===== src/verilog/tpu_data_pkg.sv =====
`default_nettype none

package tpu_data_pkg;

    // array geometry
    localparam int ARRAY_DIM = 4;
    localparam int OPERAND_W = 8;
    localparam int ACC_W     = 32;

    // one signed operand
    typedef logic signed [OPERAND_W-1:0] operand_t;

    // lane 0 sits in the top byte
    // used for A and B buffer words and for the array edges
    typedef operand_t [0:ARRAY_DIM-1] lane_vec_t;

    typedef logic signed [ACC_W-1:0] acc_t;

    // column 0 in the top word, one C row
    typedef acc_t [0:ARRAY_DIM-1] acc_row_t;

endpackage

`default_nettype wire


===== src/verilog/tpu_ctrl_pkg.sv =====
`default_nettype none

package tpu_ctrl_pkg;

    localparam int ADDR_W = 12; // buffer index width
    localparam int DIM_W  = 8;  // width of k, m and n

    // job dimensions, captured on start
    typedef struct packed {
        logic [DIM_W-1:0] k;
        logic [DIM_W-1:0] m;
        logic [DIM_W-1:0] n;
    } job_dims_t;

    // sequencer phase
    typedef enum logic [1:0] {
        PH_IDLE  = 2'd0, // clear accumulators and skew lines
        PH_READ  = 2'd1, // stream operands, accumulate
        PH_WRITE = 2'd2  // drain tile rows to C
    } phase_e;

    // one row write into buffer C
    typedef struct packed {
        logic                   wr_en;
        logic [ADDR_W-1:0]      index;
        tpu_data_pkg::acc_row_t data;
    } c_write_t;

endpackage

`default_nettype wire


===== src/verilog/result_drain.sv =====
`timescale 1ns/1ps
`default_nettype none

module result_drain (
    input  logic                   clk,
    input  logic                   rst_n,
    input  logic                   job_start,
    input  logic                   drain_en,
    input  tpu_data_pkg::acc_row_t [0:tpu_data_pkg::ARRAY_DIM-1] acc_rows,
    output tpu_ctrl_pkg::c_write_t c_write
);

    logic [$clog2(tpu_data_pkg::ARRAY_DIM)-1:0] row_q;
    logic [tpu_ctrl_pkg::ADDR_W-1:0]            c_index_q;

    // row pointer, back to row 0 between tiles
    always_ff @(posedge clk or negedge rst_n) begin
        if (!rst_n) begin
            row_q <= '0;
        end else if (drain_en) begin
            row_q <= row_q + 1'b1;
        end else begin
            row_q <= '0;
        end
    end

    // C words are packed back to back across the whole job
    always_ff @(posedge clk or negedge rst_n) begin
        if (!rst_n) begin
            c_index_q <= '0;
        end else if (job_start) begin
            c_index_q <= '0;
        end else if (drain_en) begin
            c_index_q <= c_index_q + 1'b1;
        end
    end

    always_comb begin
        c_write.wr_en = drain_en;
        c_write.index = c_index_q;
        c_write.data  = acc_rows[row_q]; // accumulators hold during PH_WRITE
    end

endmodule

`default_nettype wire


===== config.mk =====
export PLATFORM = sky130hd
export DESIGN_NAME = result_drain
export DESIGN_NICKNAME = d
export VERILOG_FILES = /design/src/verilog/tpu_data_pkg.sv /design/src/verilog/tpu_ctrl_pkg.sv /design/src/verilog/result_drain.sv
export SDC_FILE = /design/constraint.sdc
export NUM_CORES = 1
export LEC_CHECK = 0
export ABC_AREA = 1
export BUFFER_PORTS_ARGS = -buffer_cell sky130_fd_sc_hd__buf_2
export CORE_AREA = 2 2 258 260
export CTS_BUF_LIST = sky130_fd_sc_hd__clkbuf_4 sky130_fd_sc_hd__clkbuf_8
export CTS_CLUSTER_DIAMETER = 200
export DETAILED_ROUTE_END_ITERATION = 8
export DIE_AREA = 0 0 260 262
export GPL_TIMING_DRIVEN = 0
export SLEW_MARGIN = 25
export SYNTH_ARGS = -nofsm -noshare
export SYNTH_HDL_FRONTEND = slang
export SYNTH_SLANG_ARGS = --single-unit

===== constraint.sdc =====
create_clock -name clk -period 3.25 [get_ports clk]
set_input_delay 0.4875 -clock clk [delete_from_list [all_inputs] [get_ports clk]]
set_output_delay 0.4875 -clock clk [all_outputs]
set_load 0.005 [all_outputs]

### Word-level counts from Yosys, hierarchy flattened

Cells that the tools add are included.
Widths: inputs -> output; s select.

* $add $sub $neg: 2
* bitwise logic cells: 1
* reductions and logical operators: 1
* $lt $le $gt $ge: 1
* muxes and demuxes: 6

Operators by type and width (count)
* $bmux 128 s2: 1
* $mux 128: 2
* $mux 12: 2
* $add 12x1->12 const B: 1
* $ge 3x3->1 const B: 1
* $not 2->3: 1
* $add 2x1->2 const B: 1
* $mux 2: 1
* $reduce_bool 2->1: 1

* register bits: 14
* input port bits: 516
* output and inout bits: 141

### Longest topological paths before layout

* word-level depth: 4
* mapped depth: 8
* gate-level depth less buffers: 8

### Worst setup path after synthesis

OpenSTA, ideal clock, no wires.

* path kind: register -> output
* start point: register row_q[0] (netlist name)
* end point: output port c_write[37] (netlist name)
* buffers on the path: 4
* stages on the path, launching flop included: 8
* data required time: 2.762 ns
* slack: 1.628 ns
* data arrival time: 1.135 ns
* cells stage by stage: dfrtp_1 > buf_6 > buf_8 > inv_6 > buf_8 > buf_6 > o21ai_0 > o22ai_1

RTL lines
* from (decl): line result_drain.sv:13 `logic [$clog2(tpu_data_pkg::ARRAY_DIM)-1:0] row_q;`
* from (signal assigned): line result_drain.sv:21 `row_q <= row_q + 1'b1;`
* to (decl): line result_drain.sv:10 `output tpu_ctrl_pkg::c_write_t c_write`

==> impl_metrics.ini <==
[run_status]
status = finished clean

[logic_synthesis]
ys_ff_latch = 14
syn-num-nets = 1337
synth.area.mux_share_pct = 0
synth_top_family_by_area = compound AO/OA/AOI/OAI gates
yosys_warnings = 0
ys_seq_area_share_pct = 8.06
netlist_instances = 820
syn_area_um2 = 4340
ys_types = 24
synthAdderAreaFrac_pct = 0.288
synth-simple-area-share_pct = 26.8
syn_avg_cell_area_um2 = 5.30
synth-compound-area-share_pct = 49.6
synthXorXnorAreaFrac_pct = 0.202

[floorplanning]
die-area_um2 = 68100
coreArea_um2 = 65300
die_y_um = 262
io_pins = 657
placementRows = 94
initial_core_util_pct = 6.66
die_x_um = 260

[sta]
maxSlewViolCount = 0
slew_headroom_pct = 47.0
max_freq_mhz = 312
rsz0062_at_grt = no
fin_crit_ns = 3.20
fin_crit_sh_pct = 98.5
tns_ns = 0
setup_violations = 0
hold_violations = 0
fin_skew_ns = 0.00175
worst_pin_slew_ns = 0.795

[detailed_routing]
drt-total-wl_mm = 52.5
drtAntennaViolNets = 0
dr.pass1.iters = 5
drt-initial-drc-count = 860
vias_per_cell = 3.93
wire_per_inst_um = 22.3
remaining_drc_errors = 0
num_vias = 9265

[global_routing]
grt_pass1_wl_mm = 66.0
grt_pass1_vias = 8542
grt_max_degree = 15
gr-total-overflow = 0
grt_use_total_pct = 14.0
antenna_found_initial = 31

[power_and_ir_drop]
ir_worst_vdd_mv = 0.119
power_mw = 1.92
power.density_nw_per_um2 = 219
leakage_nw = 4.28

[worst_setup_path]
slowest_stage = o22ai_1
slowest_delay_ns = 0.50
reg2reg_from = row_q[0]$_DFF_PN0_
path_max_fanout = 10
cp.required_ns = 2.76
crit_path_start_kind = register
rrSetupSlack_ns = 1.69
end_kind = primary output
rr_worst_depth = 5
cp_cell_sequence = buf_4, clkbuf_1, o21ai_0, o22ai_1, buf_2
critPathKind = reg2out
arrival_ns = 2.71
r2r-end = row_q[1]$_DFF_PN0_

[layout]
fin_area_um2 = 8800
fin_nets = 1997
fillCellCount = 7744
final_layout_size_suffix_gt1_share_pct = 47.9
syn2layout_area_growth_pct = 103
final_util_pct = 13.5

[clocking]
clk_pin_slew_worst_paths_ns = 0.06
root_buffer = clkbuf_8
cts_buffer_depth = 2
cts_setup_buffers = 0
clk_latency_ns = 0.25
cts_buffers = 3
cts_resized = 1
cts_hold_buffers = 0
htreeDepth = 1
cts_tree = built
clock-sinks = 14

[min_path]
hp-class = in2async

[place]
dp_hpwl_mm = 45.4
place_congestion = 0.982
numPortBuffers = 655
placed_area_um2 = 8700

[job]
drv_cap = 0
layout by cell type, fill, tap and decap left out, types with 3 or more instances in the layout:
master / instances
buf_2: 667
nor2_1: 274
o21ai_0: 214
o22ai_1: 128
o21ai_1: 44
clkbuf_1: 40
buf_6: 27
nand2_1: 25
diode_2: 15
dfrtp_1: 14
inv_1: 11
a21oi_1: 7
nand3_1: 6
clkbuf_8: 4
buf_4: 3
clkbuf_2: 3
synthesized netlist by cell type (all sizes together):
cell / n / share of area (%)
a31oi: 1 / 0.14
a211oi: 1 / 0.17
dfrtp: 14 / 8.1
inv: 12 / 1.2
o22ai: 128 / 18
a21oi: 7 / 0.81
o21bai: 2 / 0.35
clkbuf: 43 / 3.8
nand3: 6 / 0.69
o21ai: 258 / 30
nor2: 274 / 24
ha: 1 / 0.29
nor3b: 1 / 0.17
buf: 45 / 10
xnor2: 1 / 0.20
nand2: 25 / 2.2
nand4: 1 / 0.14
flip-flops by register name, summed over array words and instances (netlist names):
signal,flops
row_q,2
c_index_q,12
worst max-delay path, delay by kind of cell, from the launching register on:
family | cells | cell delay (ns)
DFF | 1 | 0.40
AOI/OAI and AO/OA | 2 | 0.93
buffers and inverters | 3 | 1.08
cell families after synthesis:
group	Yosys count
flops	14
buf+inv	100
simple gates	307
fa+ha+maj	1
compound gates	397
xor+xnor	1
through the flow:
step | instances | setup WS (ns) | hold WS, ns
floorplan | 820 | 1.63 | 0.192
global placement | 2339 | 0.208 | 0.417
detailed placement | 2339 | 0.229 | 0.415
CTS | 2343 | 0.0999 | 0.144
global route | 2357 | 0.00203 | 0.164
finish | 2358 | 0.0493 | 0.134
how the worst max path moves through the flow:
stage | start | to | slack, ns | cells past startpoint
6_report | row_q[1]$_DFF_PN0_ | c_write[33] | 0.05 | 5
5_1_grt | row_q[1]$_DFF_PN0_ | c_write[33] | 0.002 | 5
4_1_cts | row_q[1]$_DFF_PN0_ | c_write[33] | 0.1 | 5
3_5_place_dp | row_q[1]$_DFF_PN0_ | c_write[33] | 0.23 | 6
3_3_place_gp | row_q[1]$_DFF_PN0_ | c_write[33] | 0.21 | 6
2_1_floorplan | row_q[0]$_DFF_PN0_ | c_write[37] | 1.63 | 7
metal layers:
layer	GRT usage [%]	share of wire (%)	wire, µm	up-vias
met5	1.94	0.13	69	-
met4	6.31	5.2	2750	10
met3	4.03	10	5440	113
met2	23.4	45	23700	721
met1	16.5	39	20600	4169
li1	-	-	-	4252
layout make-up:
cell class	instances	area, µm²	share of cell area, %
Sequential cell	14	350	3.98
Multi-Input combinational cell	706	3340	38.0
Inverter	12	50.0	0.569
Buffer	88	602	6.84
Tap cell	864	1080	12.3
Antenna cell	15	37.5	0.427
Timing Repair Buffer	655	3280	37.3
Clock buffer	4	55.1	0.626
power by group:
group / internal [mW] / switching (mW)
combinational: 0.626 / 0.939
sequential: 0.179 / 0.00466
clock: 0.107 / 0.0671
Power figures use the tool's default switching activity.
