## config.mk

```make
export PLATFORM = sky130hd
export DESIGN_NAME = operand_skew
export DESIGN_NICKNAME = d
export VERILOG_FILES = /design/src/verilog/tpu_data_pkg.sv /design/src/verilog/tpu_ctrl_pkg.sv /design/src/verilog/operand_skew.sv
export SDC_FILE = /design/constraint.sdc
export NUM_CORES = 1
export LEC_CHECK = 0
export BUFFER_PORTS_ARGS = -buffer_cell sky130_fd_sc_hd__buf_2
export CORE_ASPECT_RATIO = 0.7
export CORE_UTILIZATION = 43
export CTS_CLUSTER_SIZE = 40
export DETAILED_ROUTE_END_ITERATION = 6
export GPL_ROUTABILITY_DRIVEN = 1
export PLACE_DENSITY = 0.65
export SLEW_MARGIN = 20
export SYNTH_ARGS = -nofsm -noshare
export SYNTH_HDL_FRONTEND = slang
export SYNTH_SLANG_ARGS = --single-unit
```

## constraint.sdc

```tcl
create_clock -name clk -period 2.1 [get_ports clk]
set_clock_uncertainty 0.1 [all_clocks]
set_input_delay 0.42 -clock clk [delete_from_list [all_inputs] [get_ports clk]]
set_output_delay 0.42 -clock clk [all_outputs]
set_load 0.02 [all_outputs]
```

## src/verilog/tpu_data_pkg.sv

```systemverilog
`default_nettype none

package tpu_data_pkg;

    // array geometry
    localparam int ARRAY_DIM = 4;
    localparam int OPERAND_W = 8;
    localparam int ACC_W     = 32;

    // one signed operand
    typedef logic signed [OPERAND_W-1:0] operand_t;

    // lane 0 sits in the top byte
    // used for A and B buffer words and for the array edges
    typedef operand_t [0:ARRAY_DIM-1] lane_vec_t;

    typedef logic signed [ACC_W-1:0] acc_t;

    // column 0 in the top word, one C row
    typedef acc_t [0:ARRAY_DIM-1] acc_row_t;

endpackage

`default_nettype wire

```

## src/verilog/tpu_ctrl_pkg.sv

```systemverilog
`default_nettype none

package tpu_ctrl_pkg;

    localparam int ADDR_W = 12; // buffer index width
    localparam int DIM_W  = 8;  // width of k, m and n

    // job dimensions, captured on start
    typedef struct packed {
        logic [DIM_W-1:0] k;
        logic [DIM_W-1:0] m;
        logic [DIM_W-1:0] n;
    } job_dims_t;

    // sequencer phase
    typedef enum logic [1:0] {
        PH_IDLE  = 2'd0, // clear accumulators and skew lines
        PH_READ  = 2'd1, // stream operands, accumulate
        PH_WRITE = 2'd2  // drain tile rows to C
    } phase_e;

    // one row write into buffer C
    typedef struct packed {
        logic                   wr_en;
        logic [ADDR_W-1:0]      index;
        tpu_data_pkg::acc_row_t data;
    } c_write_t;

endpackage

`default_nettype wire

```

## src/verilog/operand_skew.sv

```systemverilog
`timescale 1ns/1ps
`default_nettype none

module operand_skew (
    input  logic                    clk,
    input  logic                    rst_n,
    input  tpu_ctrl_pkg::phase_e    phase,
    input  logic                    feed_valid,
    input  tpu_data_pkg::lane_vec_t a_data,
    input  tpu_data_pkg::lane_vec_t b_data,
    output wire tpu_data_pkg::lane_vec_t west_edge,
    output wire tpu_data_pkg::lane_vec_t north_edge
);

    // lane i holds i+1 stages, so the wavefront leans one cycle per lane
    for (genvar i = 0; i < tpu_data_pkg::ARRAY_DIM; i++) begin : g_lane
        tpu_data_pkg::operand_t a_line [i+1];
        tpu_data_pkg::operand_t b_line [i+1];

        always_ff @(posedge clk or negedge rst_n) begin
            if (!rst_n) begin
                for (int j = 0; j <= i; j++) begin
                    a_line[j] <= '0;
                    b_line[j] <= '0;
                end
            end else if (phase == tpu_ctrl_pkg::PH_IDLE) begin
                for (int j = 0; j <= i; j++) begin
                    a_line[j] <= '0;
                    b_line[j] <= '0;
                end
            end else if (phase == tpu_ctrl_pkg::PH_READ) begin
                a_line[0] <= feed_valid ? a_data[i] : '0; // zeros once reads stop
                b_line[0] <= feed_valid ? b_data[i] : '0;
                for (int j = 1; j <= i; j++) begin
                    a_line[j] <= a_line[j-1];
                    b_line[j] <= b_line[j-1];
                end
            end
        end

        assign west_edge[i]  = a_line[i]; // row i of the array
        assign north_edge[i] = b_line[i]; // column i of the array
    end

endmodule

`default_nettype wire

```

Word-level counts from Yosys, hierarchy flattened
Index checks and enable logic that the tools add are counted.

Mux-type cells: 24. Equality and inequality tests: 1. Reductions and logical operators: 2.

Operator list (count): 32-bit two-way mux (4); 24-bit two-way mux (4); 8-bit two-way mux (12); 16-bit two-way mux (4); 2-bit by 1-bit == test with 1-bit output, second input constant (1); 2-bit logical NOT (1); 2-bit nonzero test (1).

Bits of input ports: 69. Flip-flop bits (word level): 160.

Logic depth before layout (Yosys ltp)
Depth in word-level cells: 3. Mapped depth: 6.

Worst setup path after synthesis
Ideal clock, no wire load.

Kind: input to register. Start: input port phase[1]. End: register g_lane[2].a_line[10] in the netlist's numbering. Path slack: 795 ps. Stages: 6. Data arrival time: 1084 ps. Data required time: 1879 ps. Cell sequence: buf_6 > nor2b_2 > buf_6 > buf_6 > buf_6 > a22o_1.

Longest elaborated chain between the ends: 2.

RTL lines: start: declaration (RTL line operand_skew.sv:7) `input tpu_ctrl_pkg::phase_e phase,`; 2-bit by 1-bit == test with 1-bit output / 2-bit logical NOT (equally long branches) (RTL line operand_skew.sv:31, operand_skew.sv:26); 2-bit nonzero test (no source line) / 24-bit two-way mux (equally long branches); end signal: indexed assignment (RTL line operand_skew.sv:35) `a_line[j] <= a_line[j-1];`; end: declaration (RTL line operand_skew.sv:17) `tpu_data_pkg::operand_t a_line [i+1];`.

Several ways; a longest one is shown, not always the timed one. A chain may end at the register's enable or synchronous reset.

Final worst setup path
Start: register g_lane[0].a_line[4] in the netlist's numbering. End: output port west_edge[28] in the netlist's numbering.

RTL lines: start: declaration (RTL line operand_skew.sv:17); start signal: indexed assignment (RTL line operand_skew.sv:35); end: declaration (RTL line operand_skew.sv:11) `output wire tpu_data_pkg::lane_vec_t west_edge,`.

No word-level cell between the ends.

==> impl_metrics.ini <==
[clocking]
cts_tree = yes
htree_num_levels = 4
numCtsBuffers = 17
cts_sinks = 160
cts_resized = 0
cts_buffer_depth = 2
insertion_delay_ns = 0.40
clockRootBuffer = clkbuf_16
cts_hold_buf = 1
postCtsSetupRepairBufs = 0
path_clk_slew_ns = 0.07

[setup_path]
worstReg2RegStart = g_lane[3].a_line[12]
path_delay_family = flip-flops
cp_num_buf_inv = 1
reg2regPathDepth = 1
crit_arrival_ns = 0.97
critPathKind = reg2out
critPathSlowestCell = dfrtp_1
crit_chain = buf_2
regToRegSetupSlack_ns = 1.25
critPathCaptureType = output port
worstReg2RegEnd = g_lane[3].a_line[12]
cp.required_ns = 1.58
crit_path_start_kind = register
max_stage_delay_ns = 0.40
worstPathMaxFanout = 2

[cells_and_area]
fin_nets = 681
diodes = 0
final_core_util_pct = 52.6
drive_gt1_share_pct = 28.2
syn2layout_area_growth_pct = 17.0
layout.cells.non_filler = 815

[worst_hold_path]
holdCritPathClass = in2reg
min_path_cells = 3
hold_start = a_data[13]
hold_end = g_lane[2].a_line[21]

[drt]
first_iter_violations = 232
wl_met1_um = 6170
wl_met3_um = 854
ant_nets = 0
drcViolationCount = 0
vias_per_cell = 5.10
wl_per_cell_um = 15.4
num_vias = 4158
wl_met2_um = 5420
highest_layer = met4
wirelength_um = 12500
drt_first_pass_iters = 5

[synth]
syn_inst = 547
ys_top_cells_by_count = dfrtp_1 (160), a22o_1 (96), nand2_1 (64), nand3_1 (64), o21ai_0 (64)
ys_types = 10
synthDominantCellAreaShare_pct = 62.7
synth-edff-count = 0
avgSynthCellArea_um2 = 11.7
ys.flop_type = dfrtp_1
yosysSeqAreaShare_pct = 62.7
ys_warn_count = 0
yosysMostFrequentCell = dfrtp_1
synth.net_count = 616
syn-cell-area_um2 = 6380
async_flop_share_pct = 100
yosys-top-cells-area = dfrtp_1 (63%), a22o_1 (13%), buf_4 (5.6%), nand3_1 (5.0%), o21ai_0 (5.0%)
ys_seq_elements = 160
synth_top_area_cell = dfrtp_1

[timing]
period_minus_slack_ns = 1.49
min_period_over_period_pct = 71.0
slew_headroom_pct = 72.8
slew_violations = 0
layout_setup_ws_ns = 0.609
finalSetupTns_ns = 0
finalHoldViolCount = 0
rsz0062_at_grt = false
setup_viol = 0
clock.fmax_ghz = 0.671
worst_pin_slew_ns = 0.409

[pwr]
p_total_mw = 7.03
p_leak_nw = 3.75
power_density_nw_per_um2 = 942
peakVddDrop_v = 0.000485

[job]
cap_viol_max_count = 0

[placement]
dp_hpwl_um = 7820
dp_slack_ns = 0.497
gp_routability_congestion = 0.731
placedCellCount = 782
io_buffers = 132

[global_route]
grtUsageTotal_pct = 17.1
overflow = 0
antenna_found_initial = 1
grt_max_degree = 100
grt_pass1_wl_um = 20700
grt_pass1_vias = 4102

[die]
ios = 133
die_h_um = 104
rows = 36
start_util_pct = 45.0
die_x_um = 148
core_um2 = 14200
die_area_um2 = 15300

[outcome]
status = finished, final reports clean
-- tightest hold or removal path, cell delays in order --
cell     delay [ns]
buf_2          0.10
nand3_1        0.05
o21ai_0        0.06
-- state kept, by name, summed over array words and instances, names as in the netlist --
name and flops:
g_lane.a_line 56, west_edge 24, g_lane.b_line 56, north_edge 24
-- worst max-delay path by stage --
stage / startpoint / end / slack [ns] / cells after the start
6_report: g_lane[0].a_line[4] / west_edge[28] / 0.61 / 1
4_1_cts: north_edge[7] / north_edge[7] / 0.59 / 1
3_5_place_dp: phase[0] / west_edge[9] / 0.50 / 4
2_1_floorplan: phase[1] / g_lane[2].a_line[10] / 0.79 / 6
3_3_place_gp: phase[0] / north_edge[20] / 0.53 / 4
5_1_grt: north_edge[21] / north_edge[21] / 0.57 / 1
-- per-layer routing --
layer,GRT usage [%],up-vias
met5,0,-
met4,4.71,0
met3,5.88,7
met2,24.8,117
met1,24.4,2005
li1,-,2029
-- cell type report --
type | instances | area [um2]
fill | 1286 | 6720
sequential | 160 | 4000
multi-input combinational | 289 | 1740
timing repair buffer | 144 | 866
clock buffer | 17 | 425
tap | 190 | 238
clock inverter | 15 | 196
-- kinds of logic after synthesis --
group / Yosys count / share of synthesized area, %
and+or+nand+nor: 129 / 8.92
DFF: 160 / 62.7
buffers and inverters: 98 / 10.1
AOI/OAI and AO/OA: 160 / 18.2
-- per-stage QoR --
stage | hold slack [ns] | area, um2
after global placement | 0.269 | 6830
after floorplan | 0.0244 | 6380
after CTS | 0.152 | 7460
after global routing | 0.159 | 7460
final | 0.170 | 7460
after detailed placement | 0.268 | 6830
-- cells in the final DEF (no fill, tap or decap), types with 3 or more instances in the layout --
master / count
nand2_1: 64
buf_2: 130
buf_4: 3
o21ai_0: 64
inv_6: 6
clkbuf_16: 17
dfrtp_1: 160
buf_12: 8
nand3_1: 64
a22o_1: 96
bufinv_16: 3
clkinv_4: 3
-- power by group --
part / leakage [nW] / switching, mW / internal [mW]
Sequential: 2.19 / 0.0738 / 3.21
Combinational: 1.25 / 0.332 / 0.201
Clock: 0.307 / 1.30 / 1.92
Total: 3.75 / 1.70 / 5.33
Note: power is estimated with default switching activity, not from simulation.
