--- src/verilog/tpu_data_pkg.sv ---
`default_nettype none

package tpu_data_pkg;

    // array geometry
    localparam int ARRAY_DIM = 4;
    localparam int OPERAND_W = 8;
    localparam int ACC_W     = 32;

    // one signed operand
    typedef logic signed [OPERAND_W-1:0] operand_t;

    // lane 0 sits in the top byte
    // used for A and B buffer words and for the array edges
    typedef operand_t [0:ARRAY_DIM-1] lane_vec_t;

    typedef logic signed [ACC_W-1:0] acc_t;

    // column 0 in the top word, one C row
    typedef acc_t [0:ARRAY_DIM-1] acc_row_t;

endpackage

`default_nettype wire

--- src/verilog/tpu_ctrl_pkg.sv ---
`default_nettype none

package tpu_ctrl_pkg;

    localparam int ADDR_W = 12; // buffer index width
    localparam int DIM_W  = 8;  // width of k, m and n

    // job dimensions, captured on start
    typedef struct packed {
        logic [DIM_W-1:0] k;
        logic [DIM_W-1:0] m;
        logic [DIM_W-1:0] n;
    } job_dims_t;

    // sequencer phase
    typedef enum logic [1:0] {
        PH_IDLE  = 2'd0, // clear accumulators and skew lines
        PH_READ  = 2'd1, // stream operands, accumulate
        PH_WRITE = 2'd2  // drain tile rows to C
    } phase_e;

    // one row write into buffer C
    typedef struct packed {
        logic                   wr_en;
        logic [ADDR_W-1:0]      index;
        tpu_data_pkg::acc_row_t data;
    } c_write_t;

endpackage

`default_nettype wire

--- src/verilog/mac_pe.sv ---
`timescale 1ns/1ps
`default_nettype none

module mac_pe (
    input  logic                   clk,
    input  logic                   rst_n,
    input  tpu_ctrl_pkg::phase_e   phase,
    input  tpu_data_pkg::operand_t west_in,
    input  tpu_data_pkg::operand_t north_in,
    output tpu_data_pkg::operand_t east_out,
    output tpu_data_pkg::operand_t south_out,
    output tpu_data_pkg::acc_t     acc
);

    tpu_data_pkg::acc_t product;

    // both operands sign extend before the multiply
    assign product = tpu_data_pkg::acc_t'(west_in) * tpu_data_pkg::acc_t'(north_in);

    always_ff @(posedge clk or negedge rst_n) begin
        if (!rst_n) begin
            acc       <= '0;
            east_out  <= '0;
            south_out <= '0;
        end else if (phase == tpu_ctrl_pkg::PH_READ) begin
            acc       <= acc + product; // wraps mod 2^32
            east_out  <= west_in;
            south_out <= north_in;
        end else if (phase == tpu_ctrl_pkg::PH_IDLE) begin
            // fresh tile, nothing stale may reach the next PE
            acc       <= '0;
            east_out  <= '0;
            south_out <= '0;
        end
        // PH_WRITE holds everything for the drain
    end

endmodule

`default_nettype wire

--- config.mk ---
export PLATFORM = sky130hd
export DESIGN_NAME = mac_pe
export DESIGN_NICKNAME = d
export VERILOG_FILES = /design/src/verilog/tpu_data_pkg.sv /design/src/verilog/tpu_ctrl_pkg.sv /design/src/verilog/mac_pe.sv
export SDC_FILE = /design/constraint.sdc
export NUM_CORES = 1
export LEC_CHECK = 0
export ABC_AREA = 1
export BUFFER_PORTS_ARGS = -buffer_cell sky130_fd_sc_hd__buf_2
export CAP_MARGIN = 10
export CORE_ASPECT_RATIO = 0.6
export CORE_UTILIZATION = 55
export CTS_BUF_LIST = sky130_fd_sc_hd__clkbuf_8
export DETAILED_ROUTE_END_ITERATION = 8
export PLACE_DENSITY_LB_ADDON = 0.08
export SLEW_MARGIN = 10
export SYNTH_ARGS = -nofsm -noshare
export SYNTH_HDL_FRONTEND = slang
export SYNTH_SLANG_ARGS = --single-unit
--- constraint.sdc ---
create_clock -name clk -period 5.6 [get_ports clk]
set_input_delay 0.28 -clock clk [delete_from_list [all_inputs] [get_ports clk]]
set_output_delay 0.28 -clock clk [all_outputs]
set_load 0.005 [all_outputs]
; ---- Word-level counts from Yosys, hierarchy flattened
; Index checks and enable logic that the tools add are counted.
[word_totals]
regBits = 48
input_bits = 20
out_inout_bits = 48
elab_cells = 13
[classes]
addsub = 1
n_mul = 1
n_eq_ne = 1
mux = 5
n_reduce_logical = 2
[op_table]
columns = cell, count
row1 = two-way mux 32 bit, 2
row2 = adder 32 x 16 -> 32 bit, 1
row3 = two-way mux 8 bit, 3
row4 = multiplier 8 x 8 -> 16 bit, 1
row5 = equality test 2 x 1 -> 1 bit (second input constant), 1
row6 = logical NOT 2 bit, 1
row7 = nonzero test 2 bit, 1

; ---- Longest topological paths before layout
; Gate-level depths: netlist of run 1.
[logic_depth]
depth_word = 3
ltp_mapped = 23
ltp_nobuf = 22

; ---- Worst setup path before layout of run 1
; No wires, ideal clock.
[synth_path]
kind = input to register
from = input port north_in[0]
to = register acc[29]
setup_time_ns = 0.117
arrival_ns = 4.957
required_time_ns = 5.483
setup_slack_ns = 0.526
cell_stages = 20
path_buffers = 1
cell_sequence = clkbuf_1 nand2_1 inv_1 fa_1 fa_1 inv_1 fa_1 inv_1 fa_1 ha_1 ha_1 nand2_1 nor2_1 nand2_1 nor3_1 nand2_1 nand3_1 nand2_1 nand3_1 nand2_1
[synth_between]
elab_chain_len = 3
[synth_rtl]
columns = element, line_no
row1 = "start, declared", mac_pe.sv:9  ; input tpu_data_pkg::operand_t north_in,
row2 = multiplier 8 x 8 -> 16 bit, mac_pe.sv:18  ; assign product = tpu_data_pkg::acc_t'(west_in) * tpu_data_pkg::acc_t'(north_in);
row3 = adder 32 x 16 -> 32 bit, mac_pe.sv:26  ; acc <= acc + product;
row4 = two-way mux 32 bit, mac_pe.sv:25  ; end else if (phase == tpu_ctrl_pkg::PH_READ) begin
row5 = "end signal, assigned", mac_pe.sv:26
row6 = "end, declared", mac_pe.sv:12  ; output tpu_data_pkg::acc_t acc
; No other way between the ends.
; A chain may end at the register's enable or synchronous reset.

; ---- Worst setup path in the final report of run 1
[layout_path]
from = input port west_in[7]
to = register acc[29]
[layout_between]
elab_chain_len = 3
[layout_rtl]
columns = element, line_no
row1 = "start, declared", mac_pe.sv:8  ; input tpu_data_pkg::operand_t west_in,
row2 = multiplier 8 x 8 -> 16 bit, mac_pe.sv:18
row3 = adder 32 x 16 -> 32 bit, mac_pe.sv:26
row4 = two-way mux 32 bit, mac_pe.sv:25
; No other way between the ends.

==> impl_metrics.py, run 1 <==
metrics = {
    "layout": {
        "syn_to_final_growth_pct": 9.73,
        "num_antenna_cells": 0,
        "drive_gt1_frac": 0.120,
        "final_nets": 1265,
        "final_area_um2": 8680,
    },
    "place": {
        "port_buffers": 67,
        "post_dp_cell_area_um2": 8550,
        "hpwlAfterDp_um": 17300,
        "globalplace.congestion": 0.897,
        "pre_cts_slack_ps": 539,
    },
    "clock_tree": {
        "cts_hold_buf": 0,
        "clockBufferDepth": 2,
        "cts_resized": 0,
        "cts_tree": "done",
        "clkTransAtPathRegs_ps": 110,
        "cts_sinks": 48,
        "cts_root_buf": "clkbuf_8",
        "worstSkewPairLatency_ps": 320,
        "htreeDepth": 2,
        "cts_setup_buffers": 0,
        "cts_buffers": 5,
    },
    "floorplan": {
        "core_region_area_um2": 13800,
        "pin_count": 68,
        "rows": 33,
        "die_w_um": 157,
        "die_h_um": 94.9,
        "initial_core_util": 0.572,
        "die_area_um2": 14900,
    },
    "logic_synthesis": {
        "synthArstFlopShare": 1.00,
        "synth_area_leaders": "fa_1 34%, dfrtp_1 15%, nand2_1 14%",
        "netlist_top_cells_count": "291 x nand2_1, 195 x inv_1, 136 x fa_1",
        "synth_top_area_cell": "fa_1",
        "syn_nets": 1200,
        "synth_top_area_share": 0.344,
        "netlist_instances": 974,
        "seq_area_frac_synth": 0.152,
        "synth-edff-count": 0,
        "yosys_warnings": 0,
        "synth_top_flop_cell": "dfrtp_1",
        "yosysMostFrequentCell": "nand2_1",
        "synth_area_um2": 7910,
        "ys_ff_latch": 48,
        "synth_area_per_cell_um2": 8.12,
        "ys_types": 33,
    },
    "grt": {
        "antenna_found_initial": 0,
        "grt-ovfl-total": 0,
        "grt_pass1_vias": 6195,
        "grt_max_degree": 49,
        "grt.total_usage": 0.310,
        "grt_pass1_wl_um": 34000,
    },
    "critical_path": {
        "critPathMostFrequentCell": "nand2_1",
        "cp-start-kind": "primary input",
        "cp_slowest_cell": "fa_1",
        "path_cells": "buf_2 -> nand2_1 -> inv_1 -> buf_12 -> fa_1 -> fa_1 -> inv_1 -> fa_1 -> inv_1 -> fa_1 -> ha_1 -> ha_1 -> nand2_1 -> nor2_1 -> nand2_1 -> nor3_1 -> nand2_1 -> nand3_1 -> nand2_1 -> nand3_1 -> nand2_1",
        "cp.arrival_ps": 4950,
        "cp_max_fo": 10,
        "worstPathRequired_ps": 5820,
        "worst-setup-path-type": "primary input to flop",
        "max_stage_delay_ps": 540,
        "cp_top_family": "adder cells",
        "crit_buf_inv": 5,
        "cp-end-kind": "flop",
    },
    "status": {
        "status": "finished, final reports clean",
    },
    "worst_hold_path": {
        "hold_path_class": "primary input to async pin",
    },
    "detailed_routing": {
        "vias": 6462,
        "drt_iter0_drc": 616,
        "route.detailed.wl_per_inst_um": 16.9,
        "viasPerCell": 5.25,
        "antenna_left": 0,
        "route.detailed.drc": 0,
        "drt-total-wl_um": 20800,
        "firstDrtPassIters": 5,
    },
    "sta": {
        "relSlewSlack": 0.480,
        "max_slew.worst_pin.slew_ps": 778,
        "setup_viol": 0,
        "rsz0062_at_grt": "no",
        "fin_crit_ps": 4740,
        "final.period_utilization": 0.846,
        "final_max_slew_viol_count": 0,
        "fin_setup_tns_ps": 0,
        "finalWorstSetupSlack_ps": 863,
        "hold-worst-slack_ps": 76.5,
        "hold_viol": 0,
        "fmax_mhz": 211,
        "skew_ps": 8.06,
    },
    "job": {
        "max-cap-violations": 0,
    },
}
[final timing paths]
| kind | start | endpoint | slack (ps) | cells after the start |
|---|---|---|---|---|
| min reg2reg | south_out[7] | south_out[7] | 500 | 2 |
| max reg2reg | acc[6] | acc[29] | 950 | 21 |
| min | rst_n | acc[24] | 80 | 2 |
| max | west_in[7] | acc[29] | 860 | 21 |
| min in group clk | north_in[2] | south_out[2] | 310 | 2 |
| max in group asynchronous | rst_n | acc[16] | 5040 | 2 |
[worst register-to-register path, stage by stage (launching register included)]
cell	delay (ps)
dfrtp_1	380
inv_1	90
fa_1	550
inv_1	60
fa_1	500
inv_1	60
fa_1	550
inv_1	60
fa_1	380
fa_1	470
ha_1	390
nand2_1	190
inv_1	80
nand2_1	60
nand2_1	40
nand2_1	80
nand3_2	160
nand2_1	160
nand3_1	80
nand2_1	60
nand3_1	110
nand2_1	100
[flip-flops by register name, indices dropped and copies added, names as in the netlist]
| name | cells |
|---|---|
| acc | 32 |
| east_out | 8 |
| south_out | 8 |
[routing by layer]
layer / wire length, um / part of all wire / vias to the layer above / global-route usage
met4: 68 / 0.0033 / 0 / 0.0221
met2: 7530 / 0.36 / 255 / 0.391
li1: - / - / 3075 / -
met5: 0 / 0 / - / 0
met3: 2230 / 0.11 / 9 / 0.0766
met1: 10900 / 0.53 / 3123 / 0.528
[placed cells by master, fill, tap and decap left out]
cell	instances
inv_2	6
nand3b_1	4
and2_1	2
xnor2_1	3
fa_1	136
clkbuf_8	7
o21ai_0	20
a21oi_1	24
ha_1	70
dfrtp_1	48
a22o_1	15
nor2_1	43
or2_2	2
o21bai_1	4
inv_1	195
o21a_1	1
nor3_1	5
buf_4	11
nand2_1	291
nand2_2	8
a21o_1	1
nand3_2	4
o22ai_1	1
xor2_1	1
o21ai_1	8
nor2_4	3
o21ai_2	2
buf_2	67
nor2_2	6
clkinv_1	2
a32o_1	1
a21oi_2	4
nand4_1	11
bufinv_16	1
buf_12	4
nand3_1	29
[cells by family (layout without fill, tap and decap cells)]
family / Yosys count / in the layout / synth area share
and+or+nand+nor: 408 / 408 / 0.216
buffers and inverters: 227 / 293 / 0.108
adders and majority gates: 206 / 206 / 0.455
AOI/OAI and AO/OA: 81 / 81 / 0.0639
DFF: 48 / 48 / 0.152
xor gates and xnor gates: 4 / 4 / 0.00443
[cell type report]
type | instances | area [um^2]
fillers | 1274 | 5160
repair buffers | 82 | 498
flip-flops and latches | 48 | 1200
well taps | 192 | 240
inverters | 203 | 762
clock buffers | 7 | 96.3
clock inverters | 1 | 30.0
multi-input cells | 699 | 5850
[metrics by stage]
| stage | std cells | utilization |
|---|---|---|
| 6_report | 1232 | 0.627 |
| 5_1_grt | 1232 | 0.627 |
| 4_1_cts | 1232 | 0.627 |
| 3_5_place_dp | 1224 | 0.618 |
| 3_3_place_gp | 1224 | 0.618 |
| 2_1_floorplan | 974 | - |
Power of run 1 is left out: the tool's default activity adds up to more than one toggle a clock period on the data nets, which glitch-free logic cannot reach.
==> run 2: changes to the inputs <==
clock period = 4.94 ns   (was 5.6 ns; I/O delays follow)
==> run 2 against run 1 <==
Against the previous run:
- routed wire length is 1.6% lower
- flip-flop and latch count unchanged
- core utilization rose by 0.72 points
- largest cell class unchanged
- final cell count increased by 1.3%
- first-iteration DRC count up 7.0%
- cell area grew 1.2%
- global-route usage shrank 0.36 points
- non-clock buffer count is 16 higher
==> impl_metrics.py, run 2 (synthesis gave the netlist of run 1 again) <==
metrics = {
    "critical_path": {
        "worst-setup-path-type": "primary input to flop",
        "cp_max_fo": 13,
        "worstPathRequired_ps": 5190,
        "cp.arrival_ps": 4850,
        "cp-start-kind": "primary input",
        "cp-end-kind": "flop",
    },
    "detailed_routing": {
        "route.detailed.drc": 0,
        "viasPerCell": 5.22,
        "firstDrtPassIters": 5,
        "vias": 6520,
        "drt_iter0_drc": 659,
        "route.detailed.wl_per_inst_um": 16.4,
        "drt-total-wl_um": 20400,
        "antenna_left": 0,
    },
    "grt": {
        "grt_pass1_vias": 6243,
        "grt_pass1_wl_um": 33800,
        "grt-ovfl-total": 0,
        "antenna_found_initial": 0,
        "grt.total_usage": 0.306,
        "grt_max_degree": 49,
    },
    "sta": {
        "skew_ps": 13.7,
        "hold-worst-slack_ps": 50.3,
        "final.period_utilization": 0.932,
        "finalWorstSetupSlack_ps": 337,
        "relSlewSlack": 0.477,
        "fin_crit_ps": 4600,
        "setup_viol": 0,
        "rsz0062_at_grt": "no",
        "max_slew.worst_pin.slew_ps": 784,
        "fmax_mhz": 217,
        "final_max_slew_viol_count": 0,
        "fin_setup_tns_ps": 0,
        "hold_viol": 0,
    },
    "status": {
        "status": "finished, final reports clean",
    },
    "job": {
        "max-cap-violations": 0,
    },
    "floorplan": {
        "pin_count": 68,
        "initial_core_util": 0.572,
        "core_region_area_um2": 13800,
        "die_w_um": 157,
        "die_h_um": 94.9,
        "die_area_um2": 14900,
        "rows": 33,
    },
    "layout": {
        "top_regs": "acc (32), east_out (8), south_out (8)",
        "postLayoutCoreUtil": 0.634,
        "drive_gt1_frac": 0.133,
        "num_antenna_cells": 0,
        "regMostFlops": "acc",
        "final_nets": 1281,
        "syn_to_final_growth_pct": 11.0,
        "largest_reg_flops": 32,
        "mostFrequentLayoutCell": "nand2_1",
        "final_cell_mix": "291 x nand2_1, 196 x inv_1, 136 x fa_1, 70 x ha_1, 67 x buf_2",
    },
    "clock_tree": {
        "clockBufferDepth": 2,
        "clkTransAtPathRegs_ps": 100,
        "cts_setup_buffers": 0,
        "cts_resized": 0,
        "htreeDepth": 2,
        "worstSkewPairLatency_ps": 320,
        "cts_buffers": 5,
        "cts_hold_buf": 0,
        "cts_tree": "done",
        "cts_sinks": 48,
        "cts_root_buf": "clkbuf_8",
    },
    "place": {
        "hpwlAfterDp_um": 17000,
        "globalplace.congestion": 0.926,
        "pre_cts_slack_ps": 107,
        "port_buffers": 67,
    },
    "worst_hold_path": {
        "hold_path_class": "primary input to async pin",
    },
}
[run 2: worst paths after layout]
kind	start	to	slack [ps]	depth (start not counted)
worst max-delay path	west_in[7]	acc[21]	340	19
worst min-delay path	rst_n	acc[2]	50	2
worst max register to register	acc[6]	acc[13]	360	18
worst min register to register	south_out[7]	south_out[7]	500	2
max in group asynchronous	rst_n	acc[26]	4430	2
min in group clk	north_in[2]	south_out[2]	240	2
[run 2: metrics by stage]
stage	std cells	cell area (um^2)
finish	1248	8780
global route	1248	8780
CTS	1248	8780
detailed placement	1240	8690
global placement	1240	8690
floorplan	974	7910
[run 2: metal layers]
layer | global-route usage | vias up | share of wire
li1 | - | 3112 | -
met1 | 0.510 | 3107 | 0.52
met2 | 0.376 | 284 | 0.35
met3 | 0.103 | 17 | 0.12
met4 | 0.0261 | 0 | 0.0054
met5 | 0 | - | 0
[run 2: critical path, stage by stage]
cell      delay, ps
buf_2           170
buf_4           160
nand2_1         130
fa_1            550
fa_1            610
inv_1            90
buf_12          160
fa_1            520
fa_1            420
ha_1            290
ha_1            390
nand2_1         150
inv_1            50
a21oi_1         200
nand2_1         140
nand3b_1        270
nand2_1         100
nand2_1          50
o21ai_1         140
[run 2: cell type report]
| class | count | area [um^2] |
|---|---|---|
| flip-flops and latches | 48 | 1200 |
| well taps | 192 | 240 |
| fillers | 1238 | 5060 |
| repair buffers | 98 | 631 |
| inverters | 203 | 766 |
| clock inverters | 2 | 7.51 |
| clock buffers | 6 | 82.6 |
| multi-input cells | 699 | 5850 |
Power of run 2 is left out for the same reason.
